===== config.mk =====
export PLATFORM = sky130hd
export DESIGN_NAME = sensor_channel
export DESIGN_NICKNAME = d
export VERILOG_FILES = /design/src/logic/sensor_cmd_pkg.sv /design/src/logic/sensor_pix_pkg.sv /design/src/logic/cmd_deser.sv /design/src/logic/gamma_lut.sv /design/src/logic/pixel_packer.sv /design/src/logic/sensor_channel.sv
export SDC_FILE = /design/constraint.sdc
export NUM_CORES = 2
export LEC_CHECK = 0
export ABC_AREA = 1
export BUFFER_PORTS_ARGS = -buffer_cell sky130_fd_sc_hd__buf_2
export CORE_MARGIN = 4
export CORE_UTILIZATION = 45
export DETAILED_ROUTE_END_ITERATION = 8
export GPL_ROUTABILITY_DRIVEN = 1
export HOLD_SLACK_MARGIN = 0.1
export PLACE_DENSITY_LB_ADDON = 0.15
export SLEW_MARGIN = 20
export SYNTH_ARGS = -nofsm -noshare
export SYNTH_HDL_FRONTEND = slang
export SYNTH_SLANG_ARGS = --single-unit

===== constraint.sdc =====
create_clock -name mclk -period 11.9 [get_ports mclk]
set_clock_uncertainty 0.05 [all_clocks]
set_input_delay 3.57 -clock mclk [delete_from_list [all_inputs] [get_ports mclk]]
set_output_delay 3.57 -clock mclk [all_outputs]
set_load 0.1 [all_outputs]

===== src/logic/sensor_cmd_pkg.sv =====
package sensor_cmd_pkg;

    typedef logic [7:0]  cmd_byte_t;   // one byte of the serial command port
    typedef logic [10:0] cmd_addr_t;   // register address, upper AH bits ignored
    typedef logic [31:0] cmd_data_t;   // D3..D0 assembled

    // address map
    localparam cmd_addr_t SENSOR_BASE_ADDR  = 11'h300; // channel base
    localparam cmd_addr_t SENSOR_CTRL_RADDR = 11'h000; // mode register
    localparam cmd_addr_t SENS_GAMMA_RADDR  = 11'h005; // gamma address/data register

    // command framing
    localparam int CMD_NUM_BYTES = 6; // AL, AH, D0, D1, D2, D3

    // gamma address/data register
    localparam int GAMMA_ADDR_FLAG_BIT = 20; // set for table address, clear for entry data

    // mode register
    localparam int SENSOR_16BIT_BIT = 8; // 1 selects raw 16-bit output

    // target of a decoded write
    typedef enum logic [1:0] {
        CMD_NONE  = 2'd0, // idle cycle
        CMD_MODE  = 2'd1, // mode register
        CMD_GAMMA = 2'd2  // gamma table address or entry
    } cmd_sel_e;

    // one decoded write, valid for one cycle when sel is not none
    typedef struct packed {
        cmd_sel_e  sel;  // target
        cmd_data_t data; // payload
    } cmd_wr_t;

endpackage


===== src/logic/sensor_pix_pkg.sv =====
package sensor_pix_pkg;

    typedef logic [11:0] pxd_t;        // sensor pixel
    typedef logic [7:0]  gamma_t;      // gamma table output
    typedef logic [7:0]  gamma_addr_t; // table index
    typedef logic [15:0] out_word_t;   // word toward memory

    localparam int GAMMA_INDEX_LSB   = 4;   // top 8 pixel bits index the table
    localparam int GAMMA_TABLE_DEPTH = 256; // one entry per index value

    // zero fill below the raw pixel in 16-bit mode
    localparam int OUT_PAD_BITS = $bits(out_word_t) - $bits(pxd_t);

    // pixel stream from the sensor side
    typedef struct packed {
        pxd_t pxd;  // pixel value
        logic hact; // line active, pixel valid
        logic sof;  // start of frame pulse
        logic eof;  // end of frame pulse
    } pix_stream_t;

    // after the table lookup, raw pixel kept alongside
    typedef struct packed {
        pxd_t   pxd;   // raw pixel for 16-bit mode
        gamma_t gamma; // looked-up byte for 8-bit mode
        logic   hact;  // line active
        logic   sof;   // start of frame
        logic   eof;   // end of frame
    } gamma_stream_t;

endpackage


===== src/logic/cmd_deser.sv =====
`timescale 1ns/1ps

module cmd_deser #(
    parameter sensor_cmd_pkg::cmd_addr_t BASE_ADDR = sensor_cmd_pkg::SENSOR_BASE_ADDR
) (
    input  logic                      mclk,
    input  logic                      rst,
    input  sensor_cmd_pkg::cmd_byte_t cmd_ad_i,  // AL, AH, D0..D3 on consecutive cycles
    input  logic                      cmd_stb_i, // high with the first byte only
    output sensor_cmd_pkg::cmd_wr_t   cmd_wr_o   // one-cycle decoded write
);
    import sensor_cmd_pkg::*;

    localparam int BYTE_W = $bits(cmd_byte_t);
    localparam int CNT_W  = $clog2(CMD_NUM_BYTES);
    localparam int SHR_W  = BYTE_W * (CMD_NUM_BYTES - 1); // all but the last byte

    localparam cmd_addr_t CTRL_ADDR  = cmd_addr_t'(BASE_ADDR + SENSOR_CTRL_RADDR);
    localparam cmd_addr_t GAMMA_ADDR = cmd_addr_t'(BASE_ADDR + SENS_GAMMA_RADDR);

    typedef enum logic {
        IDLE,   // waiting for a strobe
        COLLECT // bytes 1..5 arriving
    } state_e;

    state_e           state;
    logic [CNT_W-1:0] byte_cnt;  // index of the byte now in ad_r
    cmd_byte_t        ad_r;      // input register stage
    logic             stb_r;
    logic [SHR_W-1:0] shreg;     // b0 ends at the lsb
    logic             last_byte; // ad_r holds D3
    logic             shift_en;
    cmd_addr_t        addr_w;
    cmd_data_t        data_w;
    cmd_sel_e         sel_w;
    cmd_sel_e         wr_sel;
    cmd_data_t        wr_data;

    always_ff @(posedge mclk or posedge rst) begin
        if (rst) begin
            stb_r <= 1'b0;
        end else begin
            stb_r <= cmd_stb_i;
        end
    end

    always_ff @(posedge mclk) begin
        ad_r <= cmd_ad_i; // byte follows the strobe pipeline
    end

    assign last_byte = (state == COLLECT) && (byte_cnt == CNT_W'(CMD_NUM_BYTES - 1));
    assign shift_en  = ((state == IDLE) && stb_r) || ((state == COLLECT) && !last_byte);

    always_ff @(posedge mclk or posedge rst) begin
        if (rst) begin
            state    <= IDLE;
            byte_cnt <= '0;
        end else begin
            case (state)
                IDLE: begin
                    if (stb_r) begin
                        state    <= COLLECT;
                        byte_cnt <= CNT_W'(1); // next byte is AH
                    end
                end
                COLLECT: begin
                    if (last_byte) begin
                        state <= IDLE;
                    end else begin
                        byte_cnt <= byte_cnt + 1'b1;
                    end
                end
                default: state <= IDLE;
            endcase
        end
    end

    always_ff @(posedge mclk) begin
        if (shift_en) begin
            shreg <= {ad_r, shreg[SHR_W-1:BYTE_W]}; // shift right, newest on top
        end
    end

    assign addr_w = shreg[$bits(cmd_addr_t)-1:0];          // {AH, AL}
    assign data_w = {ad_r, shreg[SHR_W-1:2*BYTE_W]};      // {D3, D2, D1, D0}

    always_comb begin
        sel_w = CMD_NONE;
        if (last_byte) begin
            if (addr_w == CTRL_ADDR) begin
                sel_w = CMD_MODE;
            end else if (addr_w == GAMMA_ADDR) begin
                sel_w = CMD_GAMMA;
            end
        end
    end

    always_ff @(posedge mclk or posedge rst) begin
        if (rst) begin
            wr_sel <= CMD_NONE;
        end else begin
            wr_sel <= sel_w; // decode stage register
        end
    end

    always_ff @(posedge mclk) begin
        if (last_byte) begin
            wr_data <= data_w;
        end
    end

    assign cmd_wr_o = '{sel: wr_sel, data: wr_data};

    // a new command may only start after the sixth byte
    a_no_stb_in_cmd: assert property (@(posedge mclk) disable iff (rst)
        (state == COLLECT) |-> !stb_r)
        else $error("cmd_deser: strobe while a command is being collected");

endmodule


===== src/logic/gamma_lut.sv =====
`timescale 1ns/1ps

module gamma_lut (
    input  logic                          mclk,
    input  logic                          rst,
    input  sensor_cmd_pkg::cmd_wr_t       cmd_wr_i, // decoded register write
    input  sensor_pix_pkg::pix_stream_t   pix_i,    // one pixel per cycle while hact
    output sensor_pix_pkg::gamma_stream_t gamma_o   // pix_i delayed by 2, with lookup
);
    import sensor_cmd_pkg::*;
    import sensor_pix_pkg::*;

    gamma_t      gamma_mem [GAMMA_TABLE_DEPTH]; // loadable table, no reset
    gamma_addr_t wr_idx;                        // auto-incrementing write pointer
    logic        gamma_wr;
    logic        idx_we;                        // table address write
    logic        tbl_we;                        // table entry write

    pxd_t        s1_pxd;  // stage 1, registered input
    logic        s1_hact;
    logic        s1_sof;
    logic        s1_eof;
    gamma_addr_t rd_idx;  // top pixel bits

    pxd_t        s2_pxd;  // stage 2, lookup result
    gamma_t      s2_gamma;
    logic        s2_hact;
    logic        s2_sof;
    logic        s2_eof;

    assign gamma_wr = (cmd_wr_i.sel == CMD_GAMMA);
    assign idx_we   = gamma_wr && cmd_wr_i.data[GAMMA_ADDR_FLAG_BIT];
    assign tbl_we   = gamma_wr && !cmd_wr_i.data[GAMMA_ADDR_FLAG_BIT];

    always_ff @(posedge mclk or posedge rst) begin
        if (rst) begin
            wr_idx <= '0;
        end else if (idx_we) begin
            wr_idx <= cmd_wr_i.data[$bits(gamma_addr_t)-1:0]; // set index
        end else if (tbl_we) begin
            wr_idx <= wr_idx + 1'b1; // step after each entry
        end
    end

    always_ff @(posedge mclk) begin
        if (tbl_we) begin
            gamma_mem[wr_idx] <= cmd_wr_i.data[$bits(gamma_t)-1:0]; // low byte only
        end
    end

    // line and frame flags through both stages
    always_ff @(posedge mclk or posedge rst) begin
        if (rst) begin
            s1_hact <= 1'b0;
            s1_sof  <= 1'b0;
            s1_eof  <= 1'b0;
            s2_hact <= 1'b0;
            s2_sof  <= 1'b0;
            s2_eof  <= 1'b0;
        end else begin
            s1_hact <= pix_i.hact;
            s1_sof  <= pix_i.sof;
            s1_eof  <= pix_i.eof;
            s2_hact <= s1_hact;
            s2_sof  <= s1_sof;
            s2_eof  <= s1_eof;
        end
    end

    assign rd_idx = s1_pxd[GAMMA_INDEX_LSB +: $bits(gamma_addr_t)];

    always_ff @(posedge mclk) begin
        s1_pxd   <= pix_i.pxd;
        s2_pxd   <= s1_pxd;            // raw pixel kept for 16-bit mode
        s2_gamma <= gamma_mem[rd_idx]; // synchronous read
    end

    assign gamma_o = '{pxd: s2_pxd, gamma: s2_gamma, hact: s2_hact, sof: s2_sof, eof: s2_eof};

    // frame pulses are distinct events on the sensor side
    a_sof_eof_apart: assert property (@(posedge mclk) disable iff (rst)
        pix_i.sof |-> !pix_i.eof)
        else $error("gamma_lut: sof and eof in the same cycle");

endmodule


===== src/logic/pixel_packer.sv =====
`timescale 1ns/1ps

module pixel_packer (
    input  logic                          mclk,
    input  logic                          rst,
    input  sensor_cmd_pkg::cmd_wr_t       cmd_wr_i,     // decoded register write
    input  sensor_pix_pkg::gamma_stream_t gamma_i,      // from the lookup
    output sensor_pix_pkg::out_word_t     dout_o,       // raw or two packed bytes
    output logic                          dout_valid_o, // alternates in 8-bit mode
    output logic                          sof_o,        // start of frame, same delay as data
    output logic                          eof_o         // end of frame, same delay as data
);
    import sensor_cmd_pkg::*;
    import sensor_pix_pkg::*;

    logic      bit16;    // mode register, 1 for raw 16-bit words
    logic      pair;     // second pixel of a pair is on gamma_i
    gamma_t    hi_byte;  // earlier byte of the pair
    out_word_t dout_w;
    logic      dav_w;
    out_word_t dout_r;
    logic      dav_r;
    logic      sof_r;
    logic      eof_r;

    always_ff @(posedge mclk or posedge rst) begin
        if (rst) begin
            bit16 <= 1'b0; // 8-bit mode after reset
        end else if (cmd_wr_i.sel == CMD_MODE) begin
            bit16 <= cmd_wr_i.data[SENSOR_16BIT_BIT];
        end
    end

    always_ff @(posedge mclk or posedge rst) begin
        if (rst) begin
            pair <= 1'b0;
        end else begin
            pair <= gamma_i.hact && !pair; // toggles in the line, cleared between lines
        end
    end

    always_ff @(posedge mclk) begin
        if (gamma_i.hact && !pair) begin
            hi_byte <= gamma_i.gamma; // first of the pair
        end
    end

    // odd last pixel never reaches pair, so it is dropped
    assign dout_w = bit16 ? {gamma_i.pxd, {OUT_PAD_BITS{1'b0}}} : {hi_byte, gamma_i.gamma};
    assign dav_w  = bit16 ? gamma_i.hact : (gamma_i.hact && pair);

    always_ff @(posedge mclk or posedge rst) begin
        if (rst) begin
            dav_r <= 1'b0;
            sof_r <= 1'b0;
            eof_r <= 1'b0;
        end else begin
            dav_r <= dav_w;
            sof_r <= gamma_i.sof; // same delay in both modes
            eof_r <= gamma_i.eof;
        end
    end

    always_ff @(posedge mclk) begin
        if (dav_w) begin
            dout_r <= dout_w; // holds between valid words
        end
    end

    assign dout_o       = dout_r;
    assign dout_valid_o = dav_r;
    assign sof_o        = sof_r;
    assign eof_o        = eof_r;

    // the mode that formed each word is the one a cycle earlier
    a_8bit_no_back_to_back: assert property (@(posedge mclk) disable iff (rst)
        (dav_r && $past(!bit16)) |=> (!dav_r || $past(bit16)))
        else $error("pixel_packer: consecutive valid words in 8-bit mode");

endmodule


===== src/logic/sensor_channel.sv =====
`timescale 1ns/1ps

module sensor_channel #(
    parameter sensor_cmd_pkg::cmd_addr_t BASE_ADDR = sensor_cmd_pkg::SENSOR_BASE_ADDR
) (
    input  logic                        mclk,
    input  logic                        rst,
    // command port
    input  sensor_cmd_pkg::cmd_byte_t   cmd_ad_i,     // AL, AH, D0..D3
    input  logic                        cmd_stb_i,    // with the first byte
    // pixel input
    input  sensor_pix_pkg::pix_stream_t pix_i,        // pixel, hact, sof, eof
    // output toward memory, pix_i delayed by 3
    output sensor_pix_pkg::out_word_t   dout_o,       // 16-bit word
    output logic                        dout_valid_o, // word strobe
    output logic                        sof_o,        // start of frame pulse
    output logic                        eof_o         // end of frame pulse
);
    import sensor_cmd_pkg::*;
    import sensor_pix_pkg::*;

    cmd_wr_t       cmd_wr;       // decoded writes to both stages
    gamma_stream_t gamma_stream; // lookup result with raw pixel

    // decode
    cmd_deser #(
        .BASE_ADDR    (BASE_ADDR)
    ) cmd_deser_inst (
        .mclk         (mclk),
        .rst          (rst),
        .cmd_ad_i     (cmd_ad_i),
        .cmd_stb_i    (cmd_stb_i),
        .cmd_wr_o     (cmd_wr)
    );

    // execute
    gamma_lut gamma_lut_inst (
        .mclk         (mclk),
        .rst          (rst),
        .cmd_wr_i     (cmd_wr),
        .pix_i        (pix_i),
        .gamma_o      (gamma_stream)
    );

    // result
    pixel_packer pixel_packer_inst (
        .mclk         (mclk),
        .rst          (rst),
        .cmd_wr_i     (cmd_wr),
        .gamma_i      (gamma_stream),
        .dout_o       (dout_o),
        .dout_valid_o (dout_valid_o),
        .sof_o        (sof_o),
        .eof_o        (eof_o)
    );

endmodule


Yosys cells after proc, flatten, opt, wreduce, memory -nomap -nowiden

Memory sizes are Yosys's and may differ from the RTL's. A register that Yosys moved wholly into a read port is not among the register bits.
Cells that the tools add are included.

$add $sub $neg: 2
Eq/ne operators: 7
Muxes and demuxes: 15
Bitwise logic cells: 1
Reductions and logical operators: 13

Operator list:

| cell                                                   | number |
|---|---|
| == test 11 x 10 -> 1 bit (second input constant)       | 2 |
| 2-to-1 mux 16 bit                                      | 1 |
| 2-to-1 mux 8 bit                                       | 2 |
| adder 8 x 1 -> 8 bit (second input constant)           | 1 |
| logical AND 1 bit                                      | 7 |
| 2-to-1 mux 2 bit                                       | 3 |
| 2-to-1 mux 3 bit                                       | 2 |
| one-hot mux 3 bit (2 select lines)                     | 1 |
| 2-to-1 mux 1 bit                                       | 5 |
| adder 3 x 1 -> 3 bit (second input constant)           | 1 |
| == test 3 bit (second input constant)                  | 1 |
| logical NOT 1 bit                                      | 3 |
| == test 2 x 1 -> 1 bit (second input constant)         | 1 |
| == test 2 bit (second input constant)                  | 1 |
| inequality test 2 x 1 -> 1 bit (second input constant) | 1 |
| inequality test 2 bit (second input constant)          | 1 |
| one-hot mux 1 bit (2 select lines)                     | 1 |
| AND reduction 2 bit                                    | 1 |
| nonzero test 2 bit                                     | 1 |
| logical OR 1 bit                                       | 1 |
| NOT 1 bit                                              | 1 |

Register bits after elaboration: 143
RAM bits: 2048
Input port bits: 26
Output and inout bits: 19
Word-level logic and storage cells: 63
Memories: 1

Memory list:

| memory                   | depth | width | rd ports | clocked after Yosys merged registers in | write ports | RTL line        | text |
|---|---|---|---|---|---|---|---|
| gamma_lut_inst.gamma_mem | 256   | 8     | 1        | 1                                       | 1           | gamma_lut.sv:13 | `gamma_t gamma_mem [GAMMA_TABLE_DEPTH];` |

Depth between registers and ports, before layout

Depth after elaboration: 5
Gate-level depth with buffers: 15
Mapped depth without buffers: 11

Cells and area by module

From an unflattened synthesis, not the netlist that was laid out.

Cells, all modules: 7278
Area, all modules: 88217.1 µm²

Modules (own cells, without submodules):

| module       | instances | cells each | area an instance (µm²) | seq. area each (µm²) |
|---|---|---|---|---|
| gamma_lut    | 1         | 7068       | 84457.3                | 62489.9 |
| cmd_deser    | 1         | 123        | 2673.8                 | 2497.4 |
| pixel_packer | 1         | 87         | 1086.0                 | 845.8 |

Worst setup path after synthesis

No wires, ideal clock.

Path type: reg-to-output
Start: register pixel_packer_inst.dout_r[0] (netlist: pixel_packer_inst.dout_o[0])
End: output port dout_o[0]
Arrival time: 0.904 ns
Required time: 8.280 ns
Slack: 7.376 ns
Cell stages (with the launch flop): 1
Buffers on the path: 0
Cells stage by stage: edfxtp_1

RTL lines:

| what                   | RTL line             | text |
|---|---|---|
| from (decl)            | pixel_packer.sv:21   | `out_word_t dout_r;` |
| from (signal assigned) | pixel_packer.sv:66   | `dout_r <= dout_w;` |
| to (decl)              | sensor_channel.sv:14 | `output sensor_pix_pkg::out_word_t dout_o,` |

No word-level cell between the ends.

==> impl_metrics.json <==
{
  "ys_seq_elements": 2188,
  "synth_edf_count": 2122,
  "worst_slew_pin_slew_ns": 1.15,
  "cp.required_ns": 12.58,
  "drt_iter0_drc": 6156,
  "dpl.hpwl_mm": 128,
  "finalHoldViolCount": 0,
  "gp_congestion": 0.829,
  "use_met1_pct": 33.2,
  "globalRoute.totalOverflow": 0,
  "maxSlewHeadroom_pct": 23.0,
  "powerDensity_nw_per_um2": 177,
  "cts.sinks": 2188,
  "die_w_um": 449,
  "syn_to_final_growth_pct": 10.2,
  "wl_per_cell_um": 24.6,
  "p_clk_share_pct": 39.4,
  "rows": 161,
  "fin_area_sq_um": 96400,
  "drv_slew": 0,
  "seqPwrFrac_pct": 52.9,
  "multi_input_area_sq_um": 19700,
  "grt_pass1_vias": 53100,
  "die-area_sq_um": 202000,
  "ir_worst_vdd_mv": 0.198,
  "cts-htree-levels": 4,
  "power_frac_comb_pct": 7.7,
  "grt_pass1_wl_mm": 357,
  "synth_area_leaders": "edfxtp_1 73%, nand3_1 12%, nand2_1 9.3%",
  "rr_worst_depth": 13,
  "rsz0062_at_grt": "false",
  "reg2reg_to": "gamma_lut_inst.s2_gamma[5]$_DFF_P_",
  "power_switching_mw": 4.10,
  "async_flop_share_pct": 1.19,
  "crit_path_end": "gamma_lut_inst.s2_gamma[5]$_DFF_P_",
  "seq_area_frac_synth_pct": 74.5,
  "status": "complete, no violations",
  "final_net_count": 7147,
  "core_area_sq_um": 193000,
  "post_cts_buffers": 0,
  "crit-reg2reg-launch": "gamma_lut_inst.s1_pxd[5]$_DFF_P_",
  "drtPass1Iterations": 7,
  "placedCellCount": 9415,
  "pin_count": 45,
  "worstSetupStartpointType": "flop",
  "synth_cells": 7233,
  "wl_mm": 242,
  "synth_ff_type": "edfxtp_1",
  "finalNonFillerCells": 9834,
  "yosysWarnings": 0,
  "antenna_found_initial": 6,
  "hold_depth": 0,
  "power.internal_mw": 13.0,
  "track_usage_pct": 23.5,
  "clockRootBuffer": "clkbuf_16",
  "grt_use_met2_pct": 37.1,
  "syn_area_sq_um": 87500,
  "top_usage_layer": "met2",
  "numCtsBuffers": 222,
  "fin_crit_sh_pct": 44.5,
  "critPathMaxFanout": 102,
  "antenna_left": 0,
  "clkLatencyLatePin_ns": 0.86,
  "reg2reg_setup_slack_ns": 6.60,
  "crit_start": "gamma_lut_inst.s1_pxd[5]$_DFF_P_",
  "period_minus_slack_ns": 5.30,
  "setup-tns-final_ns": 0,
  "switching_share_pct": 24.0,
  "die_h_um": 449,
  "cts_tree": "built",
  "grt_use_met3_pct": 3.67,
  "crit_type": "reg -> reg",
  "postCtsResizedCells": 0,
  "fmax_mhz": 189,
  "initial_core_util_pct": 45.3,
  "drc": 0,
  "synth_top_area_share_pct": 72.8,
  "routed_via_density": 5.64,
  "setup_viol": 0,
  "hp-start": "gamma_lut_inst.s1_pxd[2]$_DFF_P_",
  "synth.net_count": 7265,
  "yosysTopAreaCell": "edfxtp_1",
  "worst_setup_path_end_kind": "flop",
  "finalPower_mw": 17.1,
  "fillers": 16800,
  "numPortBuffers": 44,
  "cp_data_arrival_time_ns": 5.98,
  "num_vias": 55500,
  "leakage_nw": 33.3,
  "synth.most_common_cell": "nand2_1",
  "clkTransAtPathRegs_ns": 0.06,
  "synth.distinct_cells": 30,
  "drive_gt1_share_pct": 6.64,
  "post-route-util_pct": 50.0,
  "placed_cell_area_sq_um": 89400,
  "yosys-top-cells-count": "2170 x nand2_1, 2122 x edfxtp_1, 2028 x nand3_1, 267 x nor2_1, 258 x buf_2",
  "syn_avg_cell_area_sq_um": 12.1,
  "clockBufferDepth": 3,
  "min_path_type": "reg -> reg",
  "grt_max_degree": 241,
  "postCtsHoldBufs": 0,
  "cap_violations": 0,
  "register_area_sq_um": 65200
}
==> kinds of logic after synthesis <==
| family | synth area share, % |
|---|---|
| AND/OR/NAND/NOR | 22.2 |
| flip-flops | 74.5 |
| buffers and inverters | 3.04 |
| AO/OA/AOI/OAI | 0.112 |
| adder cells (fa/ha/maj) | 0.0858 |
| XOR/XNOR | 0.0400 |
==> final cells by class <==
cell class / instances / area share [%]
Sequential cell: 2188 / 67.6
Multi-Input combinational cell: 4515 / 20.5
Clock buffer: 296 / 6.23
Tap cell: 2526 / 3.28
Timing Repair Buffer: 145 / 1.21
Clock inverter: 119 / 1.03
Inverter: 43 / 0.202
Antenna cell: 2 / 0.00519
==> worst min path at each step <==
stage / end
3_5_place_dp: gamma_lut_inst.s2_pxd[1]$_DFF_P_
2_1_floorplan: gamma_lut_inst.s2_pxd[0]$_DFF_P_
6_report: gamma_lut_inst.s2_pxd[2]$_DFF_P_
4_1_cts: gamma_lut_inst.s2_pxd[1]$_DFF_P_
5_1_grt: gamma_lut_inst.s2_pxd[2]$_DFF_P_
3_3_place_gp: gamma_lut_inst.s2_pxd[3]$_DFF_P_
==> flip-flops by register name, summed over array words and instances (netlist names), 2 cells and up <==
signal,cells
gamma_lut_inst.gamma_mem,2048
cmd_deser_inst.byte_cnt,3
cmd_deser_inst.ad_r,8
pixel_packer_inst.dout_o,16
gamma_lut_inst.s2_gamma,8
pixel_packer_inst.hi_byte,8
gamma_lut_inst.s2_pxd,12
cmd_deser_inst.wr_sel,2
gamma_lut_inst.wr_idx,8
gamma_lut_inst.s1_pxd,12
cmd_deser_inst.shreg,40
cmd_deser_inst.wr_data,10
==> power groups by stage <==
stage	Clock, mW	Sequential [mW]	Combinational, mW
global route	7.16	9.03	1.42
CTS	6.83	9.03	1.32
detailed placement	0	9.20	1.32
finish	6.74	9.03	1.31
global placement	0	9.19	1.30
floorplan	0	9.45	0.530
==> routing by layer <==
layer	vias up	part of all wire, %
met5	-	0
met2	1935	47
met4	0	3.4
met3	397	7.0
met1	27700	43
li1	25500	-
==> through the flow <==
step	setup slack (ns)	hold slack, ns
after global routing	6.36	0.281
after global placement	6.62	0.262
after floorplan	7.38	0.260
after CTS	6.56	0.277
after detailed placement	6.61	0.264
final	6.60	0.278
==> cell usage in the layout, fill, tap and decap left out, types with 3 or more instances in the layout <==
master,Yosys,routed
bufinv_16,0,12
nand3_1,2028,2021
dfrtp_1,26,26
buf_2,258,44
o221ai_1,4,4
clkbuf_8,0,9
buf_12,0,13
xor2_1,3,3
clkbuf_1,96,61
nand4_1,3,3
nand4_2,3,3
nand3_2,0,7
clkbuf_16,0,226
clkinvlp_4,0,5
nand2_1,2170,2166
o211ai_1,3,3
nor3_1,15,13
ha_1,6,6
inv_1,40,37
buf_4,79,86
dfxtp_1,40,34
nand2_2,0,4
clkinv_2,0,41
inv_6,0,3
clkinv_8,0,6
clkinv_1,0,45
nor2_1,267,267
clkinv_4,0,5
edfxtp_1,2122,2122
dfxtp_4,0,5
==> worst max-delay path, stage by stage (launching register included) <==
cell     delay, ns
dfxtp_4       0.53
inv_8         0.53
buf_4         0.81
buf_4         0.78
buf_4         0.66
nand3_1       0.21
nand3_1       0.14
nand3_1       0.09
nand3_1       0.22
nand3_1       0.32
nand3_1       0.20
nand2_1       0.13
nand2_1       0.13
nand2_1       0.08
No activity file was read; power rests on OpenSTA's default activity.
